[config.mk]
export PLATFORM = sky130hd
export DESIGN_NAME = lenet_mac_top
export DESIGN_NICKNAME = d
export VERILOG_FILES = /design/src/rtl/lenet_mac_pkg.sv /design/src/rtl/approx_mult_8x8.sv /design/src/rtl/lenet_mac_top.sv /design/src/rtl/mac_cfg_regs.sv /design/src/rtl/mac_datapath.sv
export VERILOG_INCLUDE_DIRS = /design/src /design/src/rtl
export SDC_FILE = /design/constraint.sdc
export NUM_CORES = 1
export LEC_CHECK = 0
export ABC_AREA = 1
export BUFFER_PORTS_ARGS = -buffer_cell sky130_fd_sc_hd__buf_4
export CAP_MARGIN = 40
export CORE_ASPECT_RATIO = 1.75
export CORE_MARGIN = 4
export CORE_UTILIZATION = 62
export DETAILED_ROUTE_END_ITERATION = 8
export PLACE_DENSITY = 0.82
export SYNTH_ARGS = -nofsm -noshare
export SYNTH_HDL_FRONTEND = slang
export SYNTH_SLANG_ARGS = --single-unit
[constraint.sdc]
create_clock -name clk -period 6 [get_ports clk]
set_input_delay 0.3 -clock clk [delete_from_list [all_inputs] [get_ports clk]]
set_output_delay 0.3 -clock clk [all_outputs]
set_load 0.01 [all_outputs]
[src/rtl/lenet_mac_params.svh]
`ifndef LENET_MAC_PARAMS_SVH
`define LENET_MAC_PARAMS_SVH

// pixel and weight width.
`define MAC_DATA_W 8

// full product of two data words.
`define MAC_PROD_W 16

`define MAC_ACC_W 24 // accumulator and result, signed.

// register port word.
`define MAC_CFG_W 16

// register map.
`define MAC_ADDR_CTRL 2'd0
`define MAC_ADDR_BIAS 2'd1

`endif

[src/rtl/lenet_mac_pkg.sv]
`include "lenet_mac_params.svh"

package lenet_mac_pkg;

    // one pixel and weight pair of a kernel window.
    typedef struct packed {
        logic [`MAC_DATA_W-1:0] pixel;
        logic [`MAC_DATA_W-1:0] weight;
        logic                   last;   // closes the window.
    } mac_beat_t;

    // control register layout, approx_en sits in bit 0.
    typedef struct packed {
        logic [`MAC_CFG_W-6:0] spare;
        logic [2:0]            shift;     // arithmetic right shift of the result.
        logic                  relu_en;
        logic                  approx_en;
    } mac_ctrl_t;

    // the write word means control fields at one address and bias at the other.
    typedef union packed {
        mac_ctrl_t                    ctrl;
        logic signed [`MAC_CFG_W-1:0] bias;
    } cfg_word_u;

    typedef struct packed {
        mac_ctrl_t                    ctrl;
        logic signed [`MAC_CFG_W-1:0] bias;
    } mac_cfg_t;

    typedef struct packed {
        logic signed [`MAC_ACC_W-1:0] value;
        logic [7:0]                   count;  // beats in the window.
    } mac_result_t;

endpackage

[src/rtl/approx_mult_8x8.sv]
`timescale 1ns/1ns
`include "lenet_mac_params.svh"

module approx_mult_8x8 (
    input  logic [`MAC_DATA_W-1:0] x,
    input  logic [`MAC_DATA_W-1:0] y,
    output logic [`MAC_PROD_W-1:0] z
);

    logic [`MAC_DATA_W-1:0] pp [`MAC_DATA_W];  // pp[i] has weight 2**i.
    logic [12:0]            cw [5];            // sparse correction words.

    always_comb begin
        for (int i = 0; i < `MAC_DATA_W; i++) begin
            pp[i] = y & {`MAC_DATA_W{x[i]}};
        end
    end

    // lower rows never reach the sum directly.
    // selected bit pairs of rows 0 to 5 are merged into five words instead.
    always_comb begin
        cw[0] = '0;
        cw[0][5]  = pp[2][2] ^ pp[3][1];
        cw[0][6]  = pp[0][5] | pp[1][4];
        cw[0][7]  = pp[4][2] & pp[5][1];
        cw[0][8]  = pp[0][7] ^ pp[1][6];
        cw[0][9]  = pp[2][7] | pp[3][6];
        cw[0][10] = pp[3][7];
        cw[0][11] = pp[4][7] | pp[5][6];
        cw[0][12] = pp[4][7] & pp[5][6];
    end

    always_comb begin
        cw[1] = '0;
        cw[1][6]  = pp[0][6] ^ pp[1][5];
        cw[1][7]  = pp[4][3] | pp[5][2];
        cw[1][8]  = pp[2][5] | pp[3][4];
        cw[1][9]  = pp[4][4] & pp[5][3];
        cw[1][10] = pp[4][5] & pp[5][4];
        cw[1][12] = pp[5][7];
    end

    always_comb begin
        cw[2] = '0;
        cw[2][6]  = pp[2][3] | pp[3][2];
        cw[2][8]  = pp[2][6] & pp[3][5];
        cw[2][9]  = pp[4][5] ^ pp[5][4];
        cw[2][10] = pp[4][6] & pp[5][5];
    end

    always_comb begin
        cw[3] = '0;
        cw[3][6]  = pp[4][2] ^ pp[5][1];
        cw[3][8]  = pp[2][6] | pp[3][5];
        cw[3][10] = pp[4][6] ^ pp[5][5];
    end

    always_comb begin
        cw[4] = '0;
        cw[4][8] = pp[4][4] ^ pp[5][3];  // lone term of the last word.
    end

    // rows 6 and 7 are kept exact.
    assign z = {2'b00, pp[6], 6'b0}
             + {1'b0, pp[7], 7'b0}
             + {3'b000, cw[0]}
             + {3'b000, cw[1]}
             + {3'b000, cw[2]}
             + {3'b000, cw[3]}
             + {3'b000, cw[4]};

endmodule

[src/rtl/lenet_mac_top.sv]
`timescale 1ns/1ns
`include "lenet_mac_params.svh"

module lenet_mac_top (
    input  logic                       clk,
    input  logic                       rst,

    input  logic                       in_valid,
    output logic                       in_ready,
    input  lenet_mac_pkg::mac_beat_t   in_beat,

    output logic                       out_valid,
    input  logic                       out_ready,
    output lenet_mac_pkg::mac_result_t out_result,

    input  logic                       cfg_we,
    input  logic [1:0]                 cfg_addr,
    input  logic [`MAC_CFG_W-1:0]      cfg_wdata,
    output logic [`MAC_CFG_W-1:0]      cfg_rdata
);

    lenet_mac_pkg::mac_cfg_t cfg;  // live register settings.

    mac_cfg_regs regs_i (
        .clk       (clk),
        .rst       (rst),
        .cfg_we    (cfg_we),
        .cfg_addr  (cfg_addr),
        .cfg_wdata (cfg_wdata),
        .cfg_rdata (cfg_rdata),
        .cfg       (cfg)
    );

    // the multiplier sits inside the datapath.
    mac_datapath datapath_i (
        .clk        (clk),
        .rst        (rst),
        .in_valid   (in_valid),
        .in_ready   (in_ready),
        .in_beat    (in_beat),
        .out_valid  (out_valid),
        .out_ready  (out_ready),
        .out_result (out_result),
        .cfg        (cfg)
    );

endmodule

[src/rtl/mac_cfg_regs.sv]
`timescale 1ns/1ns
`include "lenet_mac_params.svh"

module mac_cfg_regs (
    input  logic                    clk,
    input  logic                    rst,
    input  logic                    cfg_we,
    input  logic [1:0]              cfg_addr,
    input  logic [`MAC_CFG_W-1:0]   cfg_wdata,
    output logic [`MAC_CFG_W-1:0]   cfg_rdata,
    output lenet_mac_pkg::mac_cfg_t cfg
);

    lenet_mac_pkg::cfg_word_u     wr_word;
    lenet_mac_pkg::cfg_word_u     rd_word;
    lenet_mac_pkg::mac_ctrl_t     wr_ctrl;
    lenet_mac_pkg::mac_ctrl_t     ctrl_q;
    logic signed [`MAC_CFG_W-1:0] bias_q;

    assign wr_word = cfg_wdata;

    // spare bits are dropped on the way in.
    always_comb begin
        wr_ctrl       = wr_word.ctrl;
        wr_ctrl.spare = '0;
    end

    always_ff @(posedge clk) begin
        if (rst) begin
            ctrl_q <= '0;
            bias_q <= '0;
        end else if (cfg_we) begin
            case (cfg_addr)
                `MAC_ADDR_CTRL: ctrl_q <= wr_ctrl;
                `MAC_ADDR_BIAS: bias_q <= wr_word.bias;
                default: ;  // unmapped.
            endcase
        end
    end

    // read-back, unmapped addresses return zero.
    always_comb begin
        rd_word = '0;
        case (cfg_addr)
            `MAC_ADDR_CTRL: rd_word.ctrl = ctrl_q;
            `MAC_ADDR_BIAS: rd_word.bias = bias_q;
            default: ;
        endcase
    end

    assign cfg_rdata = rd_word;

    assign cfg.ctrl = ctrl_q;
    assign cfg.bias = bias_q;

endmodule

[src/rtl/mac_datapath.sv]
`timescale 1ns/1ns
`include "lenet_mac_params.svh"

module mac_datapath (
    input  logic                       clk,
    input  logic                       rst,
    input  logic                       in_valid,
    output logic                       in_ready,
    input  lenet_mac_pkg::mac_beat_t   in_beat,
    output logic                       out_valid,
    input  logic                       out_ready,
    output lenet_mac_pkg::mac_result_t out_result,
    input  lenet_mac_pkg::mac_cfg_t    cfg
);

    // accepted beat with the settings it was accepted under.
    lenet_mac_pkg::mac_beat_t     beat_q;
    lenet_mac_pkg::mac_cfg_t      beat_cfg_q;
    logic                         beat_valid;
    logic                         in_fire;

    logic [`MAC_PROD_W-1:0]       approx_prod;
    logic [`MAC_PROD_W-1:0]       exact_prod;

    // stage 1, registered product.
    logic                         s1_valid;
    logic                         s1_last;
    logic [`MAC_PROD_W-1:0]       s1_prod;
    lenet_mac_pkg::mac_cfg_t      s1_cfg;

    // stage 2, accumulator.
    logic [`MAC_ACC_W-1:0]        acc_q;
    logic [7:0]                   cnt_q;
    logic [`MAC_ACC_W-1:0]        acc_sum;
    logic signed [`MAC_ACC_W-1:0] biased;
    logic signed [`MAC_ACC_W-1:0] shifted;
    logic signed [`MAC_ACC_W-1:0] final_val;

    // hold off input until a closing beat has left the pipe and its result is taken.
    assign in_ready = !(beat_valid && beat_q.last) && !(s1_valid && s1_last) && !out_valid;
    assign in_fire  = in_valid && in_ready;

    always_ff @(posedge clk) begin
        if (rst) begin
            beat_valid <= 1'b0;
        end else begin
            beat_valid <= in_fire;
        end
    end

    always_ff @(posedge clk) begin
        if (in_fire) begin
            beat_q     <= in_beat;
            beat_cfg_q <= cfg;  // sampled at acceptance.
        end
    end

    approx_mult_8x8 mult_i (
        .x (beat_q.pixel),
        .y (beat_q.weight),
        .z (approx_prod)
    );

    assign exact_prod = beat_q.pixel * beat_q.weight;

    always_ff @(posedge clk) begin
        if (rst) begin
            s1_valid <= 1'b0;
        end else begin
            s1_valid <= beat_valid;
        end
    end

    always_ff @(posedge clk) begin
        if (beat_valid) begin
            s1_prod <= beat_cfg_q.ctrl.approx_en ? approx_prod : exact_prod;
            s1_last <= beat_q.last;
            s1_cfg  <= beat_cfg_q;
        end
    end

    // bias, then shift, then relu.
    always_comb begin
        acc_sum   = acc_q + {{(`MAC_ACC_W-`MAC_PROD_W){1'b0}}, s1_prod};
        biased    = $signed(acc_sum)
                  + $signed({{(`MAC_ACC_W-`MAC_CFG_W){s1_cfg.bias[`MAC_CFG_W-1]}}, s1_cfg.bias});
        shifted   = biased >>> s1_cfg.ctrl.shift;
        final_val = (s1_cfg.ctrl.relu_en && shifted < 0) ? '0 : shifted;
    end

    always_ff @(posedge clk) begin
        if (rst) begin
            acc_q     <= '0;
            cnt_q     <= '0;
            out_valid <= 1'b0;
        end else begin
            if (out_valid && out_ready) begin
                out_valid <= 1'b0;
            end
            if (s1_valid) begin
                if (s1_last) begin
                    acc_q     <= '0;    // next window starts clean.
                    cnt_q     <= '0;
                    out_valid <= 1'b1;
                end else begin
                    acc_q <= acc_sum;
                    cnt_q <= cnt_q + 8'd1;
                end
            end
        end
    end

    // the register is always empty here since in_ready kept new beats out.
    always_ff @(posedge clk) begin
        if (s1_valid && s1_last) begin
            out_result.value <= final_val;
            out_result.count <= cnt_q + 8'd1;
        end
    end

endmodule

==> impl_results.md, run 1 <==
- Hold crit path type: primary input to flip-flop
- Cells after synthesis: 1496
- Final min period: 4990 ps
- Post-synthesis async set-or-reset flop share: 0%
- Register area share after synthesis: 35.5%
- Yosys reg bits: 163
- Critical Path AT: 5150 ps
- Clock Tree Buf Depth: 2
- F_max: 200 MHz
- Final instance area: 13600 µm²
- Most frequent cell after synthesis: nand2_1
- Clock Pin Slew Worst Setup and Hold Paths: 60 ps
- Area leader, netlist: edfxtp_1
- Placement-stage cell area: 13000 µm²
- Share of the synthesized area in the top cell type: 26.3%
- Tot Pwr: 4.05 mW
- Io pins: 90
- Setup tns final: 0 ps
- Main synth FF type: edfxtp_1
- Setup bufs post-CTS: 0
- Slowest stage delay, CP: 530 ps
- Clock Skews: 11.6 ps
- Horiz. Die Dim: 114 µm
- Vias in the first global route: 10.4k
- Share of layout cells above drive strength 1: 12.1%
- Synth cell types: 50
- DR vias: 10.1k
- Post-Route WL: 29700 µm
- CTS Hold Buffers Added: 0
- First-pass GRT wire length: 48300 µm
- Period utilization: 83.1%
- Root Driver: clkbuf_16
- CP cell instances: nand2_1 > inv_1 > fa_1 > inv_1 > fa_1 > inv_1 > fa_1 > inv_1 > fa_1 > inv_1 > ha_1 > a21oi_1 > o21ai_0 > a21oi_1 > or2_2 > nand2_1 > a21oi_1 > or2_2 > nand3_1 > o21ai_0
- Largest delay share family, worst path: adder cells
- Final setup violation count: 0
- DP HPWL: 24100 µm
- H-tree depth: 4
- Syn_nets: 1698
- Initial drt markers: 606
- Worst path most repeated cell: inv_1
- Total GRT Usage: 27.6%
- Final GP Congestion: 0.966
- Crit path capture type: flip-flop
- Core Area: 19300 µm²
- Crit Path Class: flip-flop to flip-flop
- Antenna-violating nets left: 0
- Die ar.: 22100 µm²
- CTS buffer count: 17
- Router iterations before antenna repair: 6
- # resized after CTS: 0
- Rel. slew slack: 40.7%
- CP Data Required Time: 6160 ps
- Row count: 67
- RSZ-0062 raised after global routing: false
- Synth area leaders: edfxtp_1, ha_1, nand2_1
- Sinks on Clock Net: 163
- Status: completed
- Max-Cap Viols: 0
- Final hold viol count: 0
- Startpoint Class: flip-flop
- Nets: 1762
- Die Y: 194 µm
- Pwr dens: 298 nW/µm²
- I/O Buffers: 89
- Slowest cell on the critical path: edfxtp_1
- Post-DR wirelength/cell: 16.3 µm
- Initial antenna violation count: 0
- N_diodes: 0
- Largest net degree at the start of global routing: 40
- Starting Density: 63.3%
- Area Overhead vs Synth: 11.3%
- Mapped cell area: 12200 µm²
- TritonCTS clock tree: yes
- Leak: 6.80 nW
- Least-Margin Pin Slew: 888 ps
- CP max FO: 8
- Number of synthesized flops with an enable pin: 107
- Later-pin clock latency in the skew report: 430 ps
- Syn. warnings: 0
- DRC viols: 0
- Maximum VDD drop: 0.000238 V
- Synth Area per Inst: 8.16 µm²
- Via density: 5.58
- Slew Limit Fails: 0
- Gr ovfl total: 0
- Commonest cells in the synthesized netlist: nand2_1, inv_1, a21oi_1, nand3_1, edfxtp_1
- CP bufs+invs: 5
==> where the power goes <==
| part | internal (mW) | switching [mW] | leakage [nW] |
|---|---|---|---|
| clock network | 0.550 | 0.467 | 0.260 |
| logic | 0.626 | 1.06 | 5.07 |
| registers | 1.30 | 0.0474 | 1.47 |
==> placed cells by master, fill, tap and decap left out, drive strengths merged, types with 3 or more instances in the layout <==
cell type  Yosys  final
a21o           7      7
a21oi        117    117
a31oi          6      6
buf           12     95
clkbuf        38     21
clkinv         0      4
dfxtp         56     56
edfxtp       107    107
fa            58     58
ha           104    104
inv          268    273
nand2        354    354
nand3        116    116
nand3b         4      4
nand4         12     12
nor2          77     77
nor3          13     13
o211ai         3      3
o21ai         72     72
o21bai         5      5
or2           10     10
xnor2         14     14
xor2          28     28
==> stage by stage <==
step | setup slack (ps) | hold WS, ps | cells | utilization [%]
2_1_floorplan | 1400 | 399 | 1496 | -
3_3_place_gp | 1210 | 402 | 1780 | 67.4
3_5_place_dp | 1100 | 405 | 1782 | 67.6
4_1_cts | 1050 | 26.1 | 1814 | 70.5
5_1_grt | 794 | 24.1 | 1814 | 70.5
6_report | 1010 | 39.7 | 1814 | 70.5
==> layout make-up <==
class / instances / area, µm²
repair buffers: 95 / 746
multi-input cells: 1015 / 6660
flip-flops and latches: 163 / 4330
fillers: 1523 / 5690
clock inverters: 11 / 93.8
inverters: 268 / 1010
well taps: 241 / 302
clock buffers: 21 / 450
==> path summary, 6_finish.rpt <==
kind	startpoint	to	slack, ps	depth (start not counted)
hold reg to reg	datapath_i.beat_cfg_q[8]	datapath_i.s1_cfg[8]	420	0
hold / removal	in_beat[7]	datapath_i.beat_q[7]	40	1
setup reg to reg	datapath_i.beat_q[5]	datapath_i.s1_prod[12]	1010	20
setup / recovery	datapath_i.beat_q[5]	datapath_i.s1_prod[12]	1010	20
==> flip-flops by register name, summed over array words and instances (netlist names), 5 cells and up <==
| signal | count |
|---|---|
| datapath_i.beat_cfg_q | 21 |
| datapath_i.beat_q | 17 |
| datapath_i.cnt_q | 8 |
| regs_i.bias_q | 16 |
| datapath_i.s1_prod | 16 |
| datapath_i.out_result | 32 |
| datapath_i.s1_cfg | 20 |
| regs_i.cfg | 5 |
| datapath_i.acc_q | 24 |
==> metal layers <==
| layer | part of all wire (%) | track usage (%) |
|---|---|---|
| met1 | 34 | 25.3 |
| met2 | 55 | 52.5 |
| met3 | 3.2 | 4.00 |
| met4 | 7.8 | 20.3 |
| met5 | 0 | 0 |
==> logic make-up after synthesis <==
family | synth area share (%)
buffers and inverters | 10.0
and+or+nand+nor | 21.1
muxes | 0.164
DFF | 35.5
AOI/OAI and AO/OA | 9.94
adders and majority gates | 20.2
xor gates and xnor gates | 3.08
No activity file was read; power rests on OpenSTA's default activity.
==> inputs of run 2 (changes only) <==
Settings changed: CORE_UTILIZATION 62 to 56, PLACE_DENSITY 0.82 to 0.78.
Clock period 6 ns to 4.22 ns, I/O delays scaled along.
==> impl_results.md, run 2 (synthesized netlist as in run 1, its figures left out) <==
- Clock Skews: 8.73 ps (was 11.6 ps)
- Starting Density: 56.8% (was 63.3%)
- Die Y: 203 µm (was 194 µm)
- Flop-to-flop setup slack: -250 ps (was 1010 ps)
- Later-pin clock latency in the skew report: 440 ps (was 430 ps)
- DR vias: 10.9k (was 10.1k)
- Max reg flops: 32 (unchanged)
- Horiz. Die Dim: 120 µm (was 114 µm)
- CP cell instances: nand2_4 > inv_2 > fa_1 > inv_2 > fa_1 > inv_1 > fa_1 > inv_1 > fa_1 > inv_2 > ha_4 > nand2_4 > o21ai_4 > a21oi_2 > or2_4 > nand2_2 > a21oi_2 > or2_4 > nand3_2 > o21ai_2 (was nand2_1 > inv_1 > fa_1 > inv_1 > fa_1 > inv_1 > fa_1 > inv_1 > fa_1 > inv_1 > ha_1 > a21oi_1 > o21ai_0 > a21oi_1 > or2_2 > nand2_1 > a21oi_1 > or2_2 > nand3_1 > o21ai_0)
- CP max FO: 6 (was 8)
- Critical Path AT: 4670 ps (was 5150 ps)
- Failing checks: negative setup slack
- Core Area: 21500 µm² (was 19300 µm²)
- Period utilization: 106% (was 83.1%)
- Most frequent cells in the layout: nand2_1, inv_1, buf_4 (was nand2_1, inv_1, a21oi_1)
- DP HPWL: 24800 µm (was 24100 µm)
- Vias in the first global route: 11.0k (was 10.4k)
- Tot Pwr: 6.94 mW (was 4.05 mW)
- Rel. slew slack: 37.3% (was 40.7%)
- Least-Margin Pin Slew: 941 ps (was 888 ps)
- Share of layout cells above drive strength 1: 26.3% (was 12.1%)
- Nets: 1899 (was 1762)
- N_diodes: 0 (unchanged)
- RSZ-0062 raised after global routing: true (was false)
- Placement-stage cell area: 13900 µm² (was 13000 µm²)
- Crit path from: datapath_i.beat_q[11] (was datapath_i.beat_q[5])
- DRC viols: 0 (unchanged)
- Post-Route WL: 33100 µm (was 29700 µm)
- Most common cell after layout, fill and taps aside: nand2_1 (unchanged)
- Area Overhead vs Synth: 27.0% (was 11.3%)
- Startpoint Class: flip-flop (unchanged)
- Die ar.: 24300 µm² (was 22100 µm²)
- TritonCTS clock tree: yes (unchanged)
- Row count: 71 (was 67)
- Crit Path Class: flip-flop to flip-flop (unchanged)
- Io pins: 90 (unchanged)
- Maximum VDD drop: 0.000378 V (was 0.000238 V)
- Clock Tree Buf Depth: 2 (unchanged)
- Crit path capture type: flip-flop (unchanged)
- Slowest cell on the critical path: fa_1 (was edfxtp_1)
- Clock Pin Slew Worst Setup and Hold Paths: 70 ps (was 60 ps)
- Gr ovfl total: 0 (unchanged)
- Hold worst-path end: datapath_i.out_valid (was datapath_i.beat_q[7])
- Post-DR wirelength/cell: 16.5 µm (was 16.3 µm)
- Final GP Congestion: 0.946 (was 0.966)
- CTS buffer count: 17 (unchanged)
- Root Driver: clkbuf_16 (unchanged)
- I/O Buffers: 89 (unchanged)
- Pwr dens: 448 nW/µm² (was 298 nW/µm²)
- Final setup violation count: 7 (was 0)
- Via density: 5.44 (was 5.58)
- Register with the most flip-flops: datapath_i.out_result (unchanged)
- H-tree depth: 4 (unchanged)
- Leak: 7.60 nW (was 6.80 nW)
- HP Start: out_ready (was in_beat[7])
- Antenna-violating nets left: 0 (unchanged)
- Slew Limit Fails: 0 (unchanged)
- Hold Path Depth: 4 (was 1)
- RR Endpoint: datapath_i.s1_prod[12] (unchanged)
- Hold crit path type: primary input to flip-flop (unchanged)
- Total GRT Usage: 27.0% (was 27.6%)
- Router iterations before antenna repair: 7 (was 6)
- Final hold viol count: 0 (unchanged)
- CP Data Required Time: 4420 ps (was 6160 ps)
- Sinks on Clock Net: 163 (unchanged)
- Final min period: 4470 ps (was 4990 ps)
- First-pass GRT wire length: 52200 µm (was 48300 µm)
- Final worst slack: -251 ps (was 1010 ps)
- F_max: 224 MHz (was 200 MHz)
- Max-Cap Viols: 0 (unchanged)
- Initial drt markers: 784 (was 606)
- Largest net degree at the start of global routing: 40 (unchanged)
- Largest regs: datapath_i.out_result: 32 flops, datapath_i.acc_q: 24 flops, datapath_i.beat_cfg_q: 21 flops (unchanged)
- Initial antenna violation count: 0 (unchanged)
- Final instance area: 15500 µm² (was 13600 µm²)
- Reg2Reg Depth: 20 (unchanged)
- Worst path most repeated cell: fa_1 (was inv_1)
- Worst reg2reg startpoint: datapath_i.beat_q[11] (was datapath_i.beat_q[5])
- Status: finished with violations (was completed)
- Slowest stage delay, CP: 540 ps (was 530 ps)
==> run 2: per-stage QoR <==
stage	instances	utilization [%]	setup WS (ps)	setup TNS, ps	hold slack [ps]
6_report	2002	72.1	-251	-975	9.82
5_1_grt	2002	72.1	-408	-2410	17.4
4_1_cts	1992	69.4	-187	-649	1.56
3_5_place_dp	1927	64.7	-298	-2210	390
3_3_place_gp	1926	64.6	-210	-641	389
2_1_floorplan	1496	-	-10.2	-10.2	310
==> run 2: worst max-delay path, delay by kind of cell (launching register included) <==
family | cells | cell delay (ps)
buffers and inverters | 5 | 230
AOI/OAI and AO/OA | 4 | 340
adders and majority gates | 5 | 2350
and+or+nand+nor | 6 | 790
DFF | 1 | 520
==> run 2: cell type report <==
cell class	instances	area, µm²
clock buffers	17	425
clock inverters	15	181
fillers	1590	6000
inverters	268	1010
multi-input cells	1016	7340
flip-flops and latches	163	4340
well taps	292	365
repair buffers	231	1830
==> run 2: power by group <==
group	switching, mW	internal (mW)
clock	0.759	0.800
sequential	0.0621	1.84
combinational	1.99	1.49
==> run 2: how the worst max path moves through the flow <==
stage                             end  cells after the start
4_1_cts        datapath_i.s1_prod[12]                     20
6_report       datapath_i.s1_prod[12]                     20
3_5_place_dp   datapath_i.s1_prod[15]                     21
5_1_grt        datapath_i.s1_prod[14]                     20
3_3_place_gp   datapath_i.s1_prod[15]                     21
2_1_floorplan  datapath_i.s1_prod[12]                     21
==> run 2: timing repair <==
action | in CTS | in global routing
buffers inserted | 15 | 10
hold endpoints to repair | 17 | 0
hold buffers | 17 | 0
pin swaps | 17 | 64
gates resized for setup | 34 | 125
cloned | 1 | 0
setup endpoints to repair | 30 | 31
==> run 2: metal layers <==
layer | up-vias | share of wire (%) | GRT usage (%)
met1 | 5132 | 33 | 24.5
met3 | 154 | 3.0 | 3.41
met5 | - | 0 | 0
li1 | 5245 | - | -
met2 | 357 | 57 | 54.1
met4 | 0 | 7.4 | 18.1
==> inputs of run 3 (changes only) <==
Settings changed: CORE_UTILIZATION 56 to 35, PLACE_DENSITY 0.78 to default.
==> impl_results.md, run 3 (synthesized netlist as in run 1, its figures left out) <==
- Status: finished with violations (unchanged)
- Failing checks: negative setup slack (unchanged)
- Rel. slew slack: 39.0% (was 37.3%)
- I/O Buffers: 89 (unchanged)
- Post-Route WL: 30600 µm (was 33100 µm)
- Area Overhead vs Synth: 30.2% (was 27.0%)
- Final hold viol count: 0 (unchanged)
- Final min period: 4450 ps (was 4470 ps)
- First-pass GRT wire length: 49800 µm (was 52200 µm)
- Flop-to-flop setup slack: -230 ps (was -250 ps)
- DP HPWL: 24300 µm (was 24800 µm)
- CP max FO: 3 (was 6)
- Most frequent cells in the layout: nand2_1, inv_1, buf_4 (unchanged)
- Setup tns final: -520 ps (was -975 ps)
- Share of layout cells above drive strength 1: 27.1% (was 26.3%)
- Most common cell after layout, fill and taps aside: nand2_1 (unchanged)
- Final worst slack: -228 ps (was -251 ps)
- Die Y: 255 µm (was 203 µm)
- Tot Pwr: 7.13 mW (was 6.94 mW)
- Crit Path Class: flip-flop to flip-flop (unchanged)
- Final setup violation count: 5 (was 7)
- Nets: 1901 (was 1899)
- CTS buffer count: 17 (unchanged)
- Io pins: 90 (unchanged)
- Pwr dens: 449 nW/µm² (was 448 nW/µm²)
- Register with the most flip-flops: datapath_i.out_result (unchanged)
- Max-Cap Viols: 0 (unchanged)
- Hold crit path type: primary input to flip-flop (unchanged)
- Crit path capture type: flip-flop (unchanged)
- Sinks on Clock Net: 163 (unchanged)
- Via density: 4.79 (was 5.44)
- Critical Path AT: 4630 ps (was 4670 ps)
- Final GP Congestion: 0.882 (was 0.946)
- Core Area: 34500 µm² (was 21500 µm²)
- DR vias: 10.4k (was 10.9k)
- Antenna-violating nets left: 0 (unchanged)
- Largest regs: datapath_i.out_result: 32 flops, datapath_i.acc_q: 24 flops, datapath_i.beat_cfg_q: 21 flops (unchanged)
- Clock Pin Slew Worst Setup and Hold Paths: 70 ps (about the same)
- RSZ-0062 raised after global routing: true (unchanged)
- Leak: 7.58 nW (was 7.60 nW)
- HP Start: out_ready (unchanged)
- Hold worst-path end: datapath_i.out_valid (unchanged)
- Period utilization: 105% (was 106%)
- Horiz. Die Dim: 149 µm (was 120 µm)
- Reg2Reg Depth: 20 (unchanged)
- Clock Tree Buf Depth: 2 (unchanged)
- Row count: 90 (was 71)
- WHS: 29.9 ps (was 9.82 ps)
- CP bufs+invs: 5 (unchanged)
- Starting Density: 35.4% (was 56.8%)
- Post-DR wirelength/cell: 14.1 µm (was 16.5 µm)
- Router iterations before antenna repair: 5 (was 7)
- Least-Margin Pin Slew: 915 ps (was 941 ps)
- Vias in the first global route: 10.6k (was 11.0k)
- Clock Skews: 12.5 ps (was 8.73 ps)
- Slowest stage delay, CP: 580 ps (was 540 ps)
- Worst path most repeated cell: fa_1 (unchanged)
- Die ar.: 38000 µm² (was 24300 µm²)
- Place WS: -264 ps (was -298 ps)
- TritonCTS clock tree: yes (unchanged)
- Slew Limit Fails: 0 (unchanged)
- RR Endpoint: datapath_i.s1_prod[12] (unchanged)
- Max reg flops: 32 (unchanged)
- Root Driver: clkbuf_16 (unchanged)
- Maximum VDD drop: 0.000322 V (was 0.000378 V)
- Gr ovfl total: 0 (unchanged)
- F_max: 225 MHz (was 224 MHz)
- Worst reg2reg startpoint: datapath_i.beat_q[12] (was datapath_i.beat_q[11])
- CP Data Required Time: 4400 ps (was 4420 ps)
- Hold Path Depth: 4 (unchanged)
- CP cell instances: nand2_2 > inv_2 > fa_1 > inv_2 > fa_1 > inv_1 > fa_1 > inv_1 > fa_1 > inv_2 > ha_4 > nand2_4 > o21ai_4 > a21oi_2 > or2_4 > nand2_2 > a21oi_2 > or2_4 > nand3_2 > o21ai_2 (was nand2_4 > inv_2 > fa_1 > inv_2 > fa_1 > inv_1 > fa_1 > inv_1 > fa_1 > inv_2 > ha_4 > nand2_4 > o21ai_4 > a21oi_2 > or2_4 > nand2_2 > a21oi_2 > or2_4 > nand3_2 > o21ai_2)
- Total GRT Usage: 16.3% (was 27.0%)
- Slowest cell on the critical path: fa_1 (unchanged)
- DRC viols: 0 (unchanged)
- Initial antenna violation count: 0 (unchanged)
- Initial drt markers: 440 (was 784)
- Largest net degree at the start of global routing: 39 (was 40)
- Largest delay share family, worst path: adder cells (unchanged)
- Startpoint Class: flip-flop (unchanged)
- H-tree depth: 4 (unchanged)
- Later-pin clock latency in the skew report: 440 ps (about the same)
run 3: cell count changes in the layout (fill, tap and decap cells not counted), sizes merged, moves of 3 or more:
cell,before,now
clkinv,8,1
clkinvlp,0,3
clkbuf,17,21
buf,214,217
run 3: per-stage QoR:
step / area [µm²] / utilization, % / cells
after floorplan: 12400 / - / 1496
after global placement: 14100 / 40.8 / 2089
after detailed placement: 14100 / 41.0 / 2092
after global routing: 15900 / 46.1 / 2172
final: 15900 / 46.1 / 2173
after CTS: 15300 / 44.3 / 2160
run 3: worst max-delay path by stage:
stage,start,to,depth (start not counted)
floorplan,datapath_i.beat_q[3],datapath_i.s1_prod[12],21
global placement,datapath_i.beat_q[5],datapath_i.s1_prod[15],21
detailed placement,datapath_i.beat_q[5],datapath_i.s1_prod[12],18
CTS,datapath_i.beat_q[12],datapath_i.s1_prod[12],20
global route,datapath_i.beat_q[13],datapath_i.s1_prod[12],21
finish,datapath_i.beat_q[12],datapath_i.s1_prod[12],20
run 3: per-layer routing:
metal  routed length [µm]  GRT usage, %  up-vias
met2                17500          32.3      191
met4                 1450          8.38        0
li1                     -             -     5249
met3                  768          2.30       84
met5                    0             0        -
met1                11000          16.1     4888
run 3: power breakdown:
group          total [mW]  switching (mW)  internal, mW  leakage, nW
registers            1.90          0.0602          1.84         1.47
clock network        1.56           0.680         0.876        0.279
logic                3.67            2.04          1.63         5.83
run 3: final cells by class:
type / instances / area, µm²
Clock inverter: 11 / 114
Fill cell: 3319 / 18600
Multi-Input combinational cell: 1015 / 7470
Tap cell: 460 / 576
Inverter: 268 / 1010
Sequential cell: 163 / 4340
Clock buffer: 21 / 472
Timing Repair Buffer: 234 / 1910
Antenna cell: 1 / 2.50
run 3: worst min-delay path, cell delays in order:
cell	delay (ps)
buf_4	80
inv_1	30
nand2_1	50
a21oi_1	50
run 3: timing repair:
item	in CTS	in global routing
gates resized for setup	50	132
pin swaps	39	50
hold buffers	17	0
endpoints found under the setup margin	22	32
buffers inserted	19	15
endpoints found under the hold margin	17	0
